--- src/hdl/lsu_pkg.sv ---
package lsu_pkg;

  // ----------------------------------------------------------------------
  // Widths shared by the whole load-store unit
  // ----------------------------------------------------------------------

  // Address and value width
  localparam int DATA_W = 64;
  // Instruction tag width
  localparam int TAG_W = 8;

  // Allocation from the core, in program order
  typedef struct packed {
    logic [TAG_W-1:0] tag;
    logic             is_store;
  } lsu_instr_t;

  // Address and store data, arriving later in any order
  typedef struct packed {
    logic [TAG_W-1:0]  tag;
    logic [DATA_W-1:0] addr;
    logic [DATA_W-1:0] value;
  } lsu_data_t;

  // One ring slot
  typedef struct packed {
    logic              valid;
    // Address (and store data) present
    logic              resolved;
    logic              is_store;
    // Sent to the L1D with result pending
    logic              issued;
    // Value final and waiting for retire
    logic              done;
    logic [TAG_W-1:0]  tag;
    logic [DATA_W-1:0] addr;
    logic [DATA_W-1:0] value;
  } lsu_entry_t;

  // Disambiguator decision for the selected slot
  typedef enum logic [1:0] {
    ACT_NONE,
    ACT_FORWARD,
    ACT_MEMORY
  } lsu_act_e;

  // ----------------------------------------------------------------------
  // L1D and completion payloads
  // ----------------------------------------------------------------------

  typedef struct packed {
    logic              we;
    logic [DATA_W-1:0] addr;
    logic [DATA_W-1:0] value;
    logic [TAG_W-1:0]  tag;
  } lsu_l1d_req_t;

  typedef struct packed {
    logic [TAG_W-1:0]  tag;
    logic [DATA_W-1:0] value;
    logic              is_write;
  } lsu_l1d_resp_t;

  // Stores complete with value zero
  typedef struct packed {
    logic [TAG_W-1:0]  tag;
    logic [DATA_W-1:0] value;
  } lsu_cpl_t;

endpackage

--- src/hdl/lsu_l1d_port.sv ---
`timescale 1ns/1ps

module lsu_l1d_port (
  input  logic                   clk_in,
  input  logic                   rst_N_in,
  input  logic                   req_valid,
  input  lsu_pkg::lsu_l1d_req_t  req,
  output logic                   req_ready,
  output logic                   resp_valid,
  output lsu_pkg::lsu_l1d_resp_t resp,
  output logic                   l1d_req_valid,
  output lsu_pkg::lsu_l1d_req_t  l1d_req,
  input  logic                   l1d_req_ready,
  input  logic                   l1d_resp_valid,
  input  lsu_pkg::lsu_l1d_resp_t l1d_resp
);

  // One access outstanding at a time
  typedef enum logic [1:0] {
    IDLE,
    REQUEST,
    WAIT_RESP
  } state_e;

  state_e state;
  state_e state_next;

  // ----------------------------------------------------------------------
  // State machine
  // ----------------------------------------------------------------------
  always_comb begin
    state_next = state;
    case (state)
      IDLE: begin
        if (req_valid) begin
          state_next = REQUEST;
        end
      end
      REQUEST: begin
        // Hold until the L1D takes it
        if (l1d_req_ready) begin
          state_next = WAIT_RESP;
        end
      end
      WAIT_RESP: begin
        if (l1d_resp_valid) begin
          state_next = IDLE;
        end
      end
      default: begin
        state_next = IDLE;
      end
    endcase
  end

  always_ff @(posedge clk_in or negedge rst_N_in) begin
    if (!rst_N_in) begin
      state <= IDLE;
    end else begin
      state <= state_next;
    end
  end

  // Request latched on acceptance from the queue
  always_ff @(posedge clk_in) begin
    if (req_valid && req_ready) begin
      l1d_req <= req;
    end
  end

  assign req_ready     = (state == IDLE);
  assign l1d_req_valid = (state == REQUEST);

  // Response passed back in the same cycle
  assign resp_valid = (state == WAIT_RESP) && l1d_resp_valid;
  always_comb begin
    resp.tag      = l1d_resp.tag;
    resp.is_write = l1d_resp.is_write;
    // Writes return zero
    resp.value    = l1d_resp.is_write ? '0 : l1d_resp.value;
  end

  // Request held steady under L1D back-pressure
  a_req_stable: assert property (@(posedge clk_in) disable iff (!rst_N_in)
    l1d_req_valid && !l1d_req_ready |=> l1d_req_valid && $stable(l1d_req));

endmodule

--- config.mk ---
export PLATFORM = sky130hd
export DESIGN_NAME = lsu_l1d_port
export DESIGN_NICKNAME = d
export VERILOG_FILES = /design/src/hdl/lsu_pkg.sv /design/src/hdl/lsu_l1d_port.sv
export SDC_FILE = /design/constraint.sdc
export NUM_CORES = 1
export LEC_CHECK = 0
export BUFFER_PORTS_ARGS = -buffer_cell sky130_fd_sc_hd__buf_2
export CORE_AREA = 8 8 160 162
export CTS_BUF_LIST = sky130_fd_sc_hd__clkbuf_4 sky130_fd_sc_hd__clkbuf_8 sky130_fd_sc_hd__clkbuf_16
export CTS_CLUSTER_SIZE = 20
export DETAILED_ROUTE_END_ITERATION = 10
export DIE_AREA = 0 0 168 170
export SLEW_MARGIN = 10
export SYNTH_ARGS = -nofsm -noshare
export SYNTH_HDL_FRONTEND = slang
export SYNTH_SLANG_ARGS = --single-unit
--- constraint.sdc ---
create_clock -name clk_in -period 4.4 [get_ports clk_in]
set_input_delay 0.22 -clock clk_in [delete_from_list [all_inputs] [get_ports clk_in]]
set_output_delay 0.22 -clock clk_in [all_outputs]
set_load 0.005 [all_outputs]
==> reports/metrics.cfg <==
[outcome]
status = completed

[sta]
worst_pin_slew_ns = 1.02
period_needed_ns = 2.22
worst_slew_margin_rel = 0.318
rsz0062_at_grt = false
period_share = 0.505
fmax_mhz = 450
setup_viol = 0
timing.setup.tns_ns = 0
hold_viol = 0
fin_worst_skew_ns = 0.00744
whs_ns = 0.0421
slew_violations = 0

[final_layout]
nFillCells = 2123
final_area_um2 = 9080
nets = 998
layout-drive-gt1-share = 0.563
area_growth_pct = 90.1

[global_routing]
grt_max_degree = 66
grt_pass1_wl_um = 28700
overflow = 0
grt.total_usage = 0.134
antenna_found_initial = 1
grt_pass1_vias = 4688

[clock_network]
clk_pin_slew_worst_paths_ns = 0.07
cts_max_level = 4
cts_tree = done
postCtsSetupRepairBufs = 0
postCtsHoldBufs = 138
cts-root-buf = clkbuf_16
clockBufferDepth = 2
cts_sinks = 139
clk-insertion-delay-late_ns = 0.41
cts_inserted_buffers = 17
cts_resized = 0

[logic_synthesis]
yosysUniqueCellTypes = 13
synth_fp_nets = 444
seq_area_frac_synth = 0.872
synthesis.area_um2 = 4780
synth_top_area_share = 0.861
synth_area_leader_cell = edfxtp_1
synthArstFlopShare = 0.0144
synth.most_common_cell = edfxtp_1
synth_cells = 229
ys_warn_count = 0
synth_common_cells = edfxtp_1 (137), nor2b_1 (64), buf_4 (10)
yosys-top-cells-area = edfxtp_1 (86%), nor2b_1 (8.4%), buf_4 (1.6%)
avgSynthCellArea_um2 = 20.9
ys_ff_latch = 139
synth_ff_type = edfxtp_1
synth_edf_count = 137

[power_and_ir_drop]
p_leak_nw = 4.05
max-vdd-ir-drop_mv = 0.421
powerDensity_nw_per_um2 = 464
switching_share = 0.288
seq_power_share = 0.458
switchingPower_mw = 1.21
finalPower_mw = 4.21
p_clk_frac = 0.342
internal-power_mw = 3.00
comb_power_share = 0.200

[worst_setup_path]
r2r_start = state[1]
r2r_slack_ns = 2.18
arrival_ns = 2.29
worstSetupStartpointType = register
critPathKind = register to register
r2r_end = l1d_req[111]
crit_fanout = 64
endpoint = l1d_req[111]
cp-startpoint = state[1]
crit_path_end_kind = register
cpMaxStageDelayCell = and2_4
worstPathCellList = nor2_1, and2_4, buf_4
max_stage_delay_ns = 0.76
reg2regPathDepth = 3
required_ns = 4.47

[route]
remaining_drc_errors = 0
routed_wl_um = 19900
viasPerCell = 3.86
drtPass1Iterations = 4
vias = 4193
final_antenna_net_count = 0
drtIter0Drc = 256
wl_per_cell_um = 18.3

[min_path]
hp-class = input port to register
whs_path_depth = 1

[placement]
placed_area_um2 = 7080
portBuffers = 411
routabilityCongestion = 0.893
dp_hpwl_um = 14900

[run]
cap_violations = 0

[floorplan]
die_x_um = 168
die_area_um2 = 28600
die_height_um = 170
start_util = 0.207
rows = 56
coreArea_um2 = 23100
ios = 428

==> state kept, by name, indices dropped and copies added, names as in the netlist <==
signal / flops
l1d_req: 137
state: 2
==> layer usage <==
metal / part of all wire / GRT usage
met1: 0.39 / 0.149
met4: 0.024 / 0.0543
met2: 0.51 / 0.233
met5: 0 / 0
met3: 0.079 / 0.0454
==> through the flow <==
stage	setup WS (ns)	util	std cells
after floorplan	0.126	-	229
after global placement	2.22	0.307	916
after detailed placement	2.17	0.307	916
after CTS	2.15	0.394	1086
after global routing	2.03	0.394	1087
final	2.18	0.394	1087
==> cell usage in the layout (no fill, tap or decap), drive strengths merged <==
| cell | netlist | layout |
|---|---|---|
| dfrtp | 2 | 2 |
| dlygate4sd3 | 0 | 138 |
| diode | 0 | 1 |
| and2 | 1 | 1 |
| nor3b | 1 | 1 |
| nor2 | 2 | 2 |
| nand2 | 1 | 1 |
| edfxtp | 137 | 137 |
| buf | 16 | 413 |
| a21oi | 1 | 1 |
| clkbuf | 0 | 17 |
| nor2b | 65 | 65 |
| a21o | 1 | 1 |
| nand2b | 2 | 2 |
| inv | 0 | 7 |
| clkinv | 0 | 8 |
==> power by group through the flow <==
stage	clock, mW	combinational (mW)	sequential, mW
finish	1.44	0.844	1.93
global placement	0	0.747	1.95
global route	1.53	0.916	1.95
detailed placement	0	0.756	1.95
CTS	1.50	0.859	1.93
floorplan	0	0.195	2.03
==> logic make-up (layout without fill, tap and decap cells) <==
group                  after synthesis  after routing  synth area share
and+or+nand+nor                     72             72            0.0956
other                                0              1                 0
AOI/OAI and AO/OA                    2              2           0.00262
DFF                                139            139             0.872
buffers and inverters               16            583            0.0299
==> worst max-delay path, delay by kind of cell, from the launching register on <==
| family | cells | cell delay (ns) |
|---|---|---|
| buffers and inverters | 1 | 0.48 |
| flip-flops | 1 | 0.45 |
| AND/OR/NAND/NOR | 2 | 0.92 |
==> final cells by class <==
class | instances | area [µm²] | area share
Sequential cell | 139 | 4160 | 0.459
Tap cell | 290 | 363 | 0.0400
Antenna cell | 1 | 2.50 | 0.000276
Multi-Input combinational cell | 74 | 472 | 0.0519
Clock inverter | 15 | 189 | 0.0208
Timing Repair Buffer | 551 | 3470 | 0.382
Clock buffer | 17 | 425 | 0.0468
==> worst min path at each step <==
| stage | slack (ns) | end | from |
|---|---|---|---|
| CTS | 0.003 | l1d_req[88] | req[88] |
| finish | 0.04 | l1d_req[88] | req[88] |
| global placement | 0.007 | state[0] | rst_N_in |
| global route | 0.01 | l1d_req[88] | req[88] |
| floorplan | -0.08 | state[0] | rst_N_in |
| detailed placement | 0.008 | state[1] | rst_N_in |
Power figures use the tool's default switching activity.
